===== config.mk =====
export PLATFORM = sky130hd
export DESIGN_NAME = mycpu_top
export DESIGN_NICKNAME = d
export VERILOG_FILES = /design/src/design/cpu_isa_pkg.sv /design/src/design/cpu_pipe_pkg.sv /design/src/design/fetch_stage.sv /design/src/design/decode_stage.sv /design/src/design/execute_stage.sv /design/src/design/writeback_stage.sv /design/src/design/pipeline_control.sv /design/src/design/mycpu_top.sv
export VERILOG_INCLUDE_DIRS = /design/src /design/src/design
export SDC_FILE = /design/constraint.sdc
export NUM_CORES = 2
export LEC_CHECK = 0
export BUFFER_PORTS_ARGS = -buffer_cell sky130_fd_sc_hd__buf_2
export CAP_MARGIN = 20
export CORE_MARGIN = 2
export CORE_UTILIZATION = 61
export CTS_CLUSTER_DIAMETER = 120
export DETAILED_ROUTE_END_ITERATION = 8
export GPL_TIMING_DRIVEN = 0
export PLACE_DENSITY = 0.78
export SYNTH_ARGS = -nofsm -noshare
export SYNTH_HDL_FRONTEND = slang
export SYNTH_HIERARCHICAL = 1
export SYNTH_SLANG_ARGS = --single-unit
export TNS_END_PERCENT = 30

===== constraint.sdc =====
create_clock -name aclk -period 18.2 [get_ports aclk]
set_input_delay 1.82 -clock aclk [delete_from_list [all_inputs] [get_ports aclk]]
set_output_delay 1.82 -clock aclk [all_outputs]
set_load 0.1 [all_outputs]

===== src/design/cpu_config.svh =====
/* cpu configuration
   datapath widths, register count and boot address of the core */
`ifndef CPU_CONFIG_SVH
`define CPU_CONFIG_SVH

`define CPU_XLEN        32              // data and address width
`define CPU_REG_ADDR_W  5
`define CPU_NUM_REGS    32

// boot rom base of the test environment
`define CPU_RESET_PC    32'hbfc00000

`endif


===== src/design/cpu_isa_pkg.sv =====
/* isa package
   instruction word layout, opcode and funct codes, alu operations */
`default_nettype none

package cpu_isa_pkg;

    // one instruction word, seen as r- or i-format
    typedef union packed {
        struct packed {
            logic [5:0] opcode;
            logic [4:0] rs;
            logic [4:0] rt;
            logic [4:0] rd;
            logic [4:0] shamt;
            logic [5:0] funct;
        } r;
        struct packed {
            logic [5:0]  opcode;
            logic [4:0]  rs;
            logic [4:0]  rt;
            logic [15:0] imm;
        } i;
    } instr_u;

    localparam logic [5:0] OP_SPECIAL = 6'b000000;
    localparam logic [5:0] OP_ADDIU   = 6'b001001;
    localparam logic [5:0] OP_ANDI    = 6'b001100;
    localparam logic [5:0] OP_ORI     = 6'b001101;
    localparam logic [5:0] OP_XORI    = 6'b001110;
    localparam logic [5:0] OP_LUI     = 6'b001111;

    localparam logic [5:0] FN_ADDU = 6'b100001;
    localparam logic [5:0] FN_SUBU = 6'b100011;
    localparam logic [5:0] FN_AND  = 6'b100100;
    localparam logic [5:0] FN_OR   = 6'b100101;
    localparam logic [5:0] FN_XOR  = 6'b100110;
    localparam logic [5:0] FN_SLT  = 6'b101010;

    localparam logic [3:0] ALU_ADD = 4'd0;
    localparam logic [3:0] ALU_SUB = 4'd1;
    localparam logic [3:0] ALU_AND = 4'd2;
    localparam logic [3:0] ALU_OR  = 4'd3;
    localparam logic [3:0] ALU_XOR = 4'd4;
    localparam logic [3:0] ALU_SLT = 4'd5;
    localparam logic [3:0] ALU_LUI = 4'd6;

endpackage

`default_nettype wire


===== src/design/cpu_pipe_pkg.sv =====
/* pipeline package
   trace byte enables and the sequential pc step */
`default_nettype none

`include "cpu_config.svh"

package cpu_pipe_pkg;

    // debug_wb_rf_wen codes
    localparam logic [3:0] TRACE_WEN_ON  = 4'b1111;
    localparam logic [3:0] TRACE_WEN_OFF = 4'b0000;

    // one instruction word per fetch
    localparam logic [`CPU_XLEN-1:0] PC_STEP = `CPU_XLEN'd4;

endpackage

`default_nettype wire


===== src/design/fetch_stage.sv =====
/* fetch stage
   program counter and the fetch-to-decode register */
`timescale 1ns/100ps
`default_nettype none

`include "cpu_config.svh"

module fetch_stage (
    input  logic                 aclk,
    input  logic                 rst,
    input  logic                 stage_wr,
    input  logic                 fetch_bubble,
    input  logic [`CPU_XLEN-1:0] inst,
    output logic [`CPU_XLEN-1:0] inst_addr,
    output logic                 id_valid,
    output logic [`CPU_XLEN-1:0] id_pc,
    output logic [`CPU_XLEN-1:0] id_inst
);
    import cpu_pipe_pkg::*;

    logic [`CPU_XLEN-1:0] pc;

    assign inst_addr = pc;

    always_ff @(posedge aclk) begin
        if (rst) begin
            pc       <= `CPU_RESET_PC;
            id_valid <= 1'b0;
        end else if (stage_wr) begin
            id_valid <= !fetch_bubble;    // no word this cycle, send a bubble
            if (!fetch_bubble) begin
                pc <= pc + PC_STEP;
            end
        end
    end

    always_ff @(posedge aclk) begin
        if (stage_wr && !fetch_bubble) begin
            id_pc   <= pc;
            id_inst <= inst;
        end
    end

    a_pc_aligned: assert property (@(posedge aclk) disable iff (rst) pc[1:0] == 2'b00);

endmodule

`default_nettype wire


===== src/design/decode_stage.sv =====
/* decode stage
   register file, instruction decode and the decode-to-execute register */
`timescale 1ns/100ps
`default_nettype none

`include "cpu_config.svh"

module decode_stage (
    input  logic                       aclk,
    input  logic                       rst,
    input  logic                       stage_wr,
    input  logic                       id_valid,
    input  logic [`CPU_XLEN-1:0]       id_pc,
    input  logic [`CPU_XLEN-1:0]       id_inst,
    input  logic                       rf_we,
    input  logic [`CPU_REG_ADDR_W-1:0] rf_waddr,
    input  logic [`CPU_XLEN-1:0]       rf_wdata,
    output logic                       ex_valid,
    output logic [`CPU_XLEN-1:0]       ex_pc,
    output logic [3:0]                 ex_alu_op,
    output logic [`CPU_REG_ADDR_W-1:0] ex_rs,
    output logic [`CPU_REG_ADDR_W-1:0] ex_rt,
    output logic [`CPU_XLEN-1:0]       ex_opa,
    output logic [`CPU_XLEN-1:0]       ex_opb,
    output logic [`CPU_XLEN-1:0]       ex_imm,
    output logic                       ex_use_imm,
    output logic [`CPU_REG_ADDR_W-1:0] ex_dst,
    output logic                       ex_wr
);
    import cpu_isa_pkg::*;

    logic [`CPU_XLEN-1:0]       rf [`CPU_NUM_REGS];
    instr_u                     ir;
    logic [3:0]                 alu_op;
    logic                       use_imm;
    logic                       zero_ext;
    logic                       known;
    logic [`CPU_REG_ADDR_W-1:0] dst;
    logic [`CPU_XLEN-1:0]       imm;
    logic [`CPU_XLEN-1:0]       rs_data;
    logic [`CPU_XLEN-1:0]       rt_data;

    // write-through read, r0 is hardwired zero
    function automatic logic [`CPU_XLEN-1:0] rf_read(input logic [`CPU_REG_ADDR_W-1:0] addr);
        if (addr == '0) begin
            return '0;
        end
        if (rf_we && rf_waddr == addr) begin
            return rf_wdata;
        end
        return rf[addr];
    endfunction

    always_ff @(posedge aclk) begin
        if (rf_we && rf_waddr != '0) begin
            rf[rf_waddr] <= rf_wdata;
        end
    end

    always_comb begin
        rs_data = rf_read(ir.r.rs);
        rt_data = rf_read(ir.r.rt);
    end

    assign ir = id_inst;

    always_comb begin
        alu_op  = ALU_ADD;
        use_imm = 1'b1;
        known   = 1'b1;
        case (ir.r.opcode)
            OP_SPECIAL: begin
                use_imm = 1'b0;
                case (ir.r.funct)
                    FN_ADDU: alu_op = ALU_ADD;
                    FN_SUBU: alu_op = ALU_SUB;
                    FN_AND:  alu_op = ALU_AND;
                    FN_OR:   alu_op = ALU_OR;
                    FN_XOR:  alu_op = ALU_XOR;
                    FN_SLT:  alu_op = ALU_SLT;
                    default: known = 1'b0;
                endcase
            end
            OP_ADDIU: alu_op = ALU_ADD;
            OP_ANDI:  alu_op = ALU_AND;
            OP_ORI:   alu_op = ALU_OR;
            OP_XORI:  alu_op = ALU_XOR;
            OP_LUI:   alu_op = ALU_LUI;
            default:  known = 1'b0;     // committed as a no-op
        endcase
    end

    // logical immediates are zero extended
    assign zero_ext = ir.i.opcode inside {OP_ANDI, OP_ORI, OP_XORI};
    assign imm = zero_ext ? {{(`CPU_XLEN-16){1'b0}}, ir.i.imm}
                          : {{(`CPU_XLEN-16){ir.i.imm[15]}}, ir.i.imm};
    assign dst = use_imm ? ir.i.rt : ir.r.rd;

    always_ff @(posedge aclk) begin
        if (rst) begin
            ex_valid <= 1'b0;
            ex_wr    <= 1'b0;
        end else if (stage_wr) begin
            ex_valid <= id_valid;
            ex_wr    <= id_valid && known && dst != '0;
        end
    end

    always_ff @(posedge aclk) begin
        if (stage_wr) begin
            ex_pc      <= id_pc;
            ex_alu_op  <= alu_op;
            ex_rs      <= ir.r.rs;
            ex_rt      <= ir.r.rt;
            ex_opa     <= rs_data;
            ex_opb     <= rt_data;
            ex_imm     <= imm;
            ex_use_imm <= use_imm;
            ex_dst     <= dst;
        end else begin
            // frozen entry picks up the commit made during the stall
            if (rf_we && rf_waddr == ex_rs) begin
                ex_opa <= rf_wdata;
            end
            if (rf_we && rf_waddr == ex_rt) begin
                ex_opb <= rf_wdata;
            end
        end
    end

endmodule

`default_nettype wire


===== src/design/execute_stage.sv =====
/* execute stage
   operand forwarding, alu and the execute-to-writeback register */
`timescale 1ns/100ps
`default_nettype none

`include "cpu_config.svh"

module execute_stage (
    input  logic                       aclk,
    input  logic                       rst,
    input  logic                       stage_wr,
    input  logic                       ex_valid,
    input  logic [`CPU_XLEN-1:0]       ex_pc,
    input  logic [3:0]                 ex_alu_op,
    input  logic [`CPU_REG_ADDR_W-1:0] ex_rs,
    input  logic [`CPU_REG_ADDR_W-1:0] ex_rt,
    input  logic [`CPU_XLEN-1:0]       ex_opa,
    input  logic [`CPU_XLEN-1:0]       ex_opb,
    input  logic [`CPU_XLEN-1:0]       ex_imm,
    input  logic                       ex_use_imm,
    input  logic [`CPU_REG_ADDR_W-1:0] ex_dst,
    input  logic                       ex_wr,
    input  logic                       fwd_we,
    input  logic [`CPU_REG_ADDR_W-1:0] fwd_dst,
    input  logic [`CPU_XLEN-1:0]       fwd_data,
    output logic                       wb_valid,
    output logic [`CPU_XLEN-1:0]       wb_pc,
    output logic                       wb_wr,
    output logic [`CPU_REG_ADDR_W-1:0] wb_dst,
    output logic [`CPU_XLEN-1:0]       wb_result
);
    import cpu_isa_pkg::*;

    logic [`CPU_XLEN-1:0] opa;
    logic [`CPU_XLEN-1:0] opb;
    logic [`CPU_XLEN-1:0] alu_b;
    logic [`CPU_XLEN-1:0] result;

    // youngest producer wins, own output register before writeback
    function automatic logic [`CPU_XLEN-1:0] fwd(input logic [`CPU_REG_ADDR_W-1:0] src,
                                                  input logic [`CPU_XLEN-1:0] value);
        if (wb_wr && wb_dst == src) begin
            return wb_result;
        end
        if (fwd_we && fwd_dst == src) begin
            return fwd_data;
        end
        return value;
    endfunction

    always_comb begin
        opa = fwd(ex_rs, ex_opa);
        opb = fwd(ex_rt, ex_opb);
    end

    assign alu_b = ex_use_imm ? ex_imm : opb;

    always_comb begin
        case (ex_alu_op)
            ALU_ADD: result = opa + alu_b;
            ALU_SUB: result = opa - alu_b;
            ALU_AND: result = opa & alu_b;
            ALU_OR:  result = opa | alu_b;
            ALU_XOR: result = opa ^ alu_b;
            ALU_SLT: result = {{(`CPU_XLEN-1){1'b0}}, $signed(opa) < $signed(alu_b)};
            ALU_LUI: result = {alu_b[15:0], 16'b0};
            default: result = '0;
        endcase
    end

    always_ff @(posedge aclk) begin
        if (rst) begin
            wb_valid <= 1'b0;
            wb_wr    <= 1'b0;
        end else if (stage_wr) begin
            wb_valid <= ex_valid;
            wb_wr    <= ex_wr;      // already qualified by valid in decode
        end
    end

    always_ff @(posedge aclk) begin
        if (stage_wr) begin
            wb_pc     <= ex_pc;
            wb_dst    <= ex_dst;
            wb_result <= result;
        end
    end

endmodule

`default_nettype wire


===== src/design/writeback_stage.sv =====
/* writeback stage
   commits the held entry once to the register file and the trace ports */
`timescale 1ns/100ps
`default_nettype none

`include "cpu_config.svh"

module writeback_stage (
    input  logic                       aclk,
    input  logic                       rst,
    input  logic                       stage_wr,
    input  logic                       wb_dis_wr,
    input  logic                       wb_valid,
    input  logic [`CPU_XLEN-1:0]       wb_pc,
    input  logic                       wb_wr,
    input  logic [`CPU_REG_ADDR_W-1:0] wb_dst,
    input  logic [`CPU_XLEN-1:0]       wb_result,
    output logic                       rf_we,
    output logic [`CPU_REG_ADDR_W-1:0] rf_waddr,
    output logic [`CPU_XLEN-1:0]       rf_wdata,
    output logic [`CPU_XLEN-1:0]       debug_wb_pc,
    output logic [`CPU_XLEN-1:0]       debug_wb_rf_wdata,
    output logic [3:0]                 debug_wb_rf_wen,
    output logic [`CPU_REG_ADDR_W-1:0] debug_wb_rf_wnum
);
    import cpu_pipe_pkg::*;

    logic                       valid_q;
    logic                       wr_q;
    logic [`CPU_XLEN-1:0]       pc_q;
    logic [`CPU_REG_ADDR_W-1:0] dst_q;
    logic [`CPU_XLEN-1:0]       result_q;

    always_ff @(posedge aclk) begin
        if (rst) begin
            valid_q <= 1'b0;
            wr_q    <= 1'b0;
        end else if (stage_wr) begin
            valid_q <= wb_valid;
            wr_q    <= wb_wr;
        end
    end

    always_ff @(posedge aclk) begin
        if (stage_wr) begin
            pc_q     <= wb_pc;
            dst_q    <= wb_dst;
            result_q <= wb_result;
        end
    end

    // held entry is masked after its first cycle
    assign rf_we    = valid_q && wr_q && !wb_dis_wr;
    assign rf_waddr = dst_q;
    assign rf_wdata = result_q;

    assign debug_wb_pc       = pc_q;
    assign debug_wb_rf_wdata = result_q;
    assign debug_wb_rf_wen   = rf_we ? TRACE_WEN_ON : TRACE_WEN_OFF;
    assign debug_wb_rf_wnum  = dst_q;

    // a frozen entry never commits twice in a row
    a_single_commit: assert property (@(posedge aclk) disable iff (rst)
        rf_we && !stage_wr |=> !rf_we);

endmodule

`default_nettype wire


===== src/design/pipeline_control.sv =====
/* pipeline control
   stage write enable, fetch bubble and writeback commit mask */
`timescale 1ns/100ps
`default_nettype none

`include "cpu_config.svh"

module pipeline_control (
    input  logic aclk,
    input  logic rst,
    input  logic inst_valid,
    input  logic ibus_busy,
    output logic stage_wr,
    output logic fetch_bubble,
    output logic wb_dis_wr
);

    assign stage_wr     = !ibus_busy;   // busy freezes every stage and the pc
    assign fetch_bubble = !inst_valid;

    // writeback entry was held last cycle, so it already committed
    always_ff @(posedge aclk) begin
        if (rst) begin
            wb_dis_wr <= 1'b0;
        end else begin
            wb_dis_wr <= !stage_wr;
        end
    end

    a_dis_after_freeze: assert property (@(posedge aclk) disable iff (rst)
        stage_wr |=> !wb_dis_wr);

endmodule

`default_nettype wire


===== src/design/mycpu_top.sv =====
/* cpu top level
   four stage integer core with a plain instruction port and trace outputs */
`timescale 1ns/100ps
`default_nettype none

`include "cpu_config.svh"

module mycpu_top (
    input  logic                       aclk,
    input  logic                       rst,
    input  logic                       inst_valid,
    input  logic                       ibus_busy,
    input  logic [`CPU_XLEN-1:0]       inst,
    output logic [`CPU_XLEN-1:0]       inst_addr,
    output logic [`CPU_XLEN-1:0]       debug_wb_pc,
    output logic [`CPU_XLEN-1:0]       debug_wb_rf_wdata,
    output logic [3:0]                 debug_wb_rf_wen,
    output logic [`CPU_REG_ADDR_W-1:0] debug_wb_rf_wnum
);
    logic                       stage_wr;
    logic                       fetch_bubble;
    logic                       wb_dis_wr;
    logic                       id_valid;
    logic [`CPU_XLEN-1:0]       id_pc;
    logic [`CPU_XLEN-1:0]       id_inst;
    logic                       ex_valid;
    logic [`CPU_XLEN-1:0]       ex_pc;
    logic [3:0]                 ex_alu_op;
    logic [`CPU_REG_ADDR_W-1:0] ex_rs;
    logic [`CPU_REG_ADDR_W-1:0] ex_rt;
    logic [`CPU_XLEN-1:0]       ex_opa;
    logic [`CPU_XLEN-1:0]       ex_opb;
    logic [`CPU_XLEN-1:0]       ex_imm;
    logic                       ex_use_imm;
    logic [`CPU_REG_ADDR_W-1:0] ex_dst;
    logic                       ex_wr;
    logic                       wb_valid;
    logic [`CPU_XLEN-1:0]       wb_pc;
    logic                       wb_wr;
    logic [`CPU_REG_ADDR_W-1:0] wb_dst;
    logic [`CPU_XLEN-1:0]       wb_result;
    logic                       rf_we;      // committed write, also the forward source
    logic [`CPU_REG_ADDR_W-1:0] rf_waddr;
    logic [`CPU_XLEN-1:0]       rf_wdata;

    pipeline_control u_control (.aclk, .rst, .inst_valid, .ibus_busy,
        .stage_wr, .fetch_bubble, .wb_dis_wr);

    fetch_stage u_fetch (.aclk, .rst, .stage_wr, .fetch_bubble, .inst,
        .inst_addr, .id_valid, .id_pc, .id_inst);

    decode_stage u_decode (.aclk, .rst, .stage_wr, .id_valid, .id_pc, .id_inst,
        .rf_we, .rf_waddr, .rf_wdata, .ex_valid, .ex_pc, .ex_alu_op, .ex_rs, .ex_rt,
        .ex_opa, .ex_opb, .ex_imm, .ex_use_imm, .ex_dst, .ex_wr);

    execute_stage u_execute (.aclk, .rst, .stage_wr, .ex_valid, .ex_pc, .ex_alu_op,
        .ex_rs, .ex_rt, .ex_opa, .ex_opb, .ex_imm, .ex_use_imm, .ex_dst, .ex_wr,
        .fwd_we(rf_we), .fwd_dst(rf_waddr), .fwd_data(rf_wdata),
        .wb_valid, .wb_pc, .wb_wr, .wb_dst, .wb_result);

    writeback_stage u_writeback (.aclk, .rst, .stage_wr, .wb_dis_wr, .wb_valid, .wb_pc,
        .wb_wr, .wb_dst, .wb_result, .rf_we, .rf_waddr, .rf_wdata, .debug_wb_pc,
        .debug_wb_rf_wdata, .debug_wb_rf_wen, .debug_wb_rf_wnum);

endmodule

`default_nettype wire


==> results.md <==
* Status: finished with violations
* Failing checks: design-rule violations
* DR pass1 iterations at 9
* TritonCTS clock tree: done
* Fmax at between 0.1 and 0.15 GHz
* Worst Setup EP: u_execute/wb_result[24]
* Ratio of final minimum period to clock period at about 37%
* Remaining antenna violation count at 0
* Post-DP HPWL at approximately 160000 um
* Startpoint types: flip-flop
* Largest net degree at the start of global routing at 115
* Slew @ Worst Pin at approximately 1.4 ns
* Row cnt at between 100 and 150
* Ranking of synthesized cells by area: edfxtp_1, mux4_2, mux2i_1, a22oi_1, ha_1
* Top cell type's share of synthesized area at between 60% and 70%
* Met2 Track Usage GR at 58.95%
* Pins Over Slew Limit at 0
* Crit Path Max Fanout at 10
* Worst Path Arrival at a little over 7 ns
* Core ar. at around 0.11 mm2
* Number of global-route vias before repair at 44800
* Initial Util at between 60% and 70%
* Worst skew pair latency at 0.80 ns
* R2r setup slk at roughly 12 ns
* Clk root buf: clkbuf_16
* Clk buf depth at 3
* Max_cap viols at 0
* Die height at 336.4 um
* Lkg Pwr at about 26 nW
* Final hold violations at 0
* GRT Max-Usage Layer: met2
* Area Growth Syn to Fin at 12.92%
* Unrepaired setup endpoints after global routing: false
* First-pass GRT wire length at about 320000 um
* Die width at 336.4 um
* Share of post-route cells with drive strength above 1 at between 20 and 25%
* CTS resizes at 0
* Slew headroom at under 10%
* CP required at between 15 and 20 ns
* Routability Congestion at slightly below 1
* Initial antenna violation count at 9
* Final Power at between 7 and 8 mW
* Worst r2r path cells at 21
* Mapped Avg Cell Area at between 15 and 20 um2
* Cell variety after synth at 87
* Yosys reg bits at roughly 1400
* Top cells by count, synth: edfxtp_1, mux4_2, mux2i_1
* Ys flop type: edfxtp_1
* Layout Skew at ~0.047 ns
* Inserted Clock Buffers at 144
* Post-synthesis sequential area ratio at approximately three fifths
* CTS H-tree depth at 4
* Clock slew at reported path FFs at ~0.060 ns
* Initial DRC count at a little under 9000
* Crit end category: flip-flop
* Setup CP Type: reg -> reg
* Met3 Usage GRT at 15.01%
* Total Routed Length at roughly 230000 um
* Vias per cell at roughly 7.4
* PD cells at about 100 mW/mm2
* Crit path from: u_writeback/debug_wb_rf_wnum[1]
* Post-synth EDFFs at about 1400
* Share of flip-flops with an asynchronous set or reset at 0%
* Max VDD drop at 0.1033 mV
* Util after Layout at a little over two thirds
* DR DRC count at 16
* Met1 Track Usage GR at 50.68%
* Netlist Area Pre-Place at between 0.06 and 0.07 mm2
* Via count at around 47000
* Fin nets at around 4800
* Worst r2r dst: u_execute/wb_result[24]
* Gr ovfl total at 0
* Postcts setup bufs at 0
* Min Tclk post-route at approximately 6.7 ns
* IO Pins at approximately 140
* Die Footprint at approximately 0.11 mm2
* Dominant cell type by area after synthesis: edfxtp_1
* Final setup fails at 0
* GRT Total Usage at around two fifths
* Most common cell in the netlist: edfxtp_1
* Hold-fix buffers at CTS at 0
* Yosys warns at 6
* Critical R2R Launch: u_writeback/debug_wb_rf_wnum[1]
* Avg WL per Cell at approximately 36 um
* Cells after Synth at approximately 4300
* HP Class: reg -> reg
* Num Clock Sinks at 1394
* Post-Route Setup TNS at 0 ns
* I/O Buffers at approximately 140
-- how the worst min path moves through the flow --
| stage | from | to | slack (ns) | depth (start not counted) |
|---|---|---|---|---|
| 3_3_place_gp | u_execute/wb_pc[21] | u_writeback/debug_wb_pc[21] | 0.40 | 0 |
| 2_1_floorplan | u_fetch/id_inst[10] | u_decode/ex_imm[10] | 0.40 | 0 |
| 5_1_grt | u_fetch/id_pc[7] | u_decode/ex_pc[7] | 0.41 | 0 |
| 6_report | u_fetch/id_pc[7] | u_decode/ex_pc[7] | 0.41 | 0 |
| 4_1_cts | u_fetch/id_pc[7] | u_decode/ex_pc[7] | 0.41 | 0 |
| 3_5_place_dp | u_fetch/id_pc[12] | u_decode/ex_pc[12] | 0.40 | 0 |
-- cell families after synthesis --
logic type | Yosys count | share of synthesized area, %
fa+ha+maj | 105 | 1.972
compound gates | 934 | 10.23
mux | 729 | 17.97
simple gates | 538 | 3.802
buf+inv | 482 | 3.537
flops | 1394 | 61.55
other cells | 2 | 0.01114
xor+xnor | 72 | 0.9357
-- power by group --
part / switching [mW] / internal, mW
Combinational: 0.723 / 0.319
Clock: 1.27 / 1.67
Sequential: 0.0407 / 3.61
Total: 2.04 / 5.60
-- cell usage in the layout (no fill, tap or decap), types with 33 or more instances in the layout --
cell | netlist | layout
a211o_1 | 33 | 33
a211oi_1 | 43 | 43
a21oi_1 | 172 | 172
a221oi_1 | 128 | 128
a22oi_1 | 196 | 196
buf_1 | 43 | 43
buf_2 | 66 | 204
buf_4 | 79 | 110
buf_6 | 26 | 57
clkbuf_1 | 161 | 188
clkbuf_16 | 0 | 147
clkinv_1 | 0 | 33
conb_1 | 2 | 37
dfxtp_1 | 38 | 38
edfxtp_1 | 1356 | 1356
ha_1 | 103 | 103
inv_1 | 107 | 106
mux2i_1 | 340 | 340
mux4_2 | 384 | 384
nand2_1 | 120 | 120
nand3_1 | 39 | 39
nor2_1 | 208 | 189
o21a_1 | 38 | 38
o21ai_0 | 65 | 65
o21ai_1 | 35 | 35
o21bai_1 | 47 | 47
xnor2_1 | 35 | 35
xor2_1 | 37 | 37
-- routing by layer --
layer | vias up | routed length [um]
li1 | 18170 | -
met1 | 23130 | 75000
met2 | 4390 | 100200
met3 | 938 | 34750
met4 | 12 | 15730
met5 | - | 267
-- area by class of cell --
cell class | count | area [um2]
clock inverter | 86 | 888.4
sequential | 1394 | 41480
timing repair buffer | 225 | 1790
inverter | 107 | 409.1
tap | 1476 | 1847
buffer | 375 | 1986
antenna | 8 | 20.02
clock buffer | 176 | 3797
fill | 6981 | 33050
multi-input combinational | 2415 | 23880
-- worst max-delay path, stage by stage (launching register included) --
cell and delay [ns]:
edfxtp_1 0.49, buf_4 0.20, xor2_1 0.14, nor4_1 0.24, and3_1 0.18, buf_2 0.22, buf_2 0.35, buf_4 0.32
mux2i_1 0.25, a211oi_1 0.13, a21oi_1 0.59, inv_1 0.18, fa_1 0.44, a21oi_1 0.38, nor3_1 0.10, nor3_1 0.67
a2111oi_2 0.27, nor2_1 0.31, o21ai_1 0.15, a41oi_1 0.30, xnor2_1 0.12, a221o_1 0.34
-- per-stage QoR --
stage | area, um2 | hold WS [ns] | cells | setup WS, ns
floorplan | 67530 | 0.4003 | 4291 | 9.386
global placement | 70060 | 0.4003 | 5905 | 6.868
detailed placement | 71370 | 0.4045 | 5990 | 11.70
CTS | 76060 | 0.4094 | 6252 | 11.62
global route | 76080 | 0.4129 | 6254 | 11.19
finish | 76100 | 0.4112 | 6262 | 11.53
-- sequential cells by signal, indices dropped and copies added (netlist names), 17 cells and up --
| register | cells |
|---|---|
| u_decode/rf | 1024 |
| u_decode/ex_opa | 32 |
| u_decode/ex_opb | 32 |
| u_decode/ex_pc | 32 |
| u_execute/wb_pc | 32 |
| u_execute/wb_result | 32 |
| u_fetch/id_inst | 32 |
| u_writeback/debug_wb_pc | 32 |
| u_writeback/debug_wb_rf_wdata | 32 |
| u_fetch/id_pc | 30 |
| u_fetch/inst_addr | 30 |
| u_decode/ex_imm | 17 |
Power figures use the tool's default switching activity.
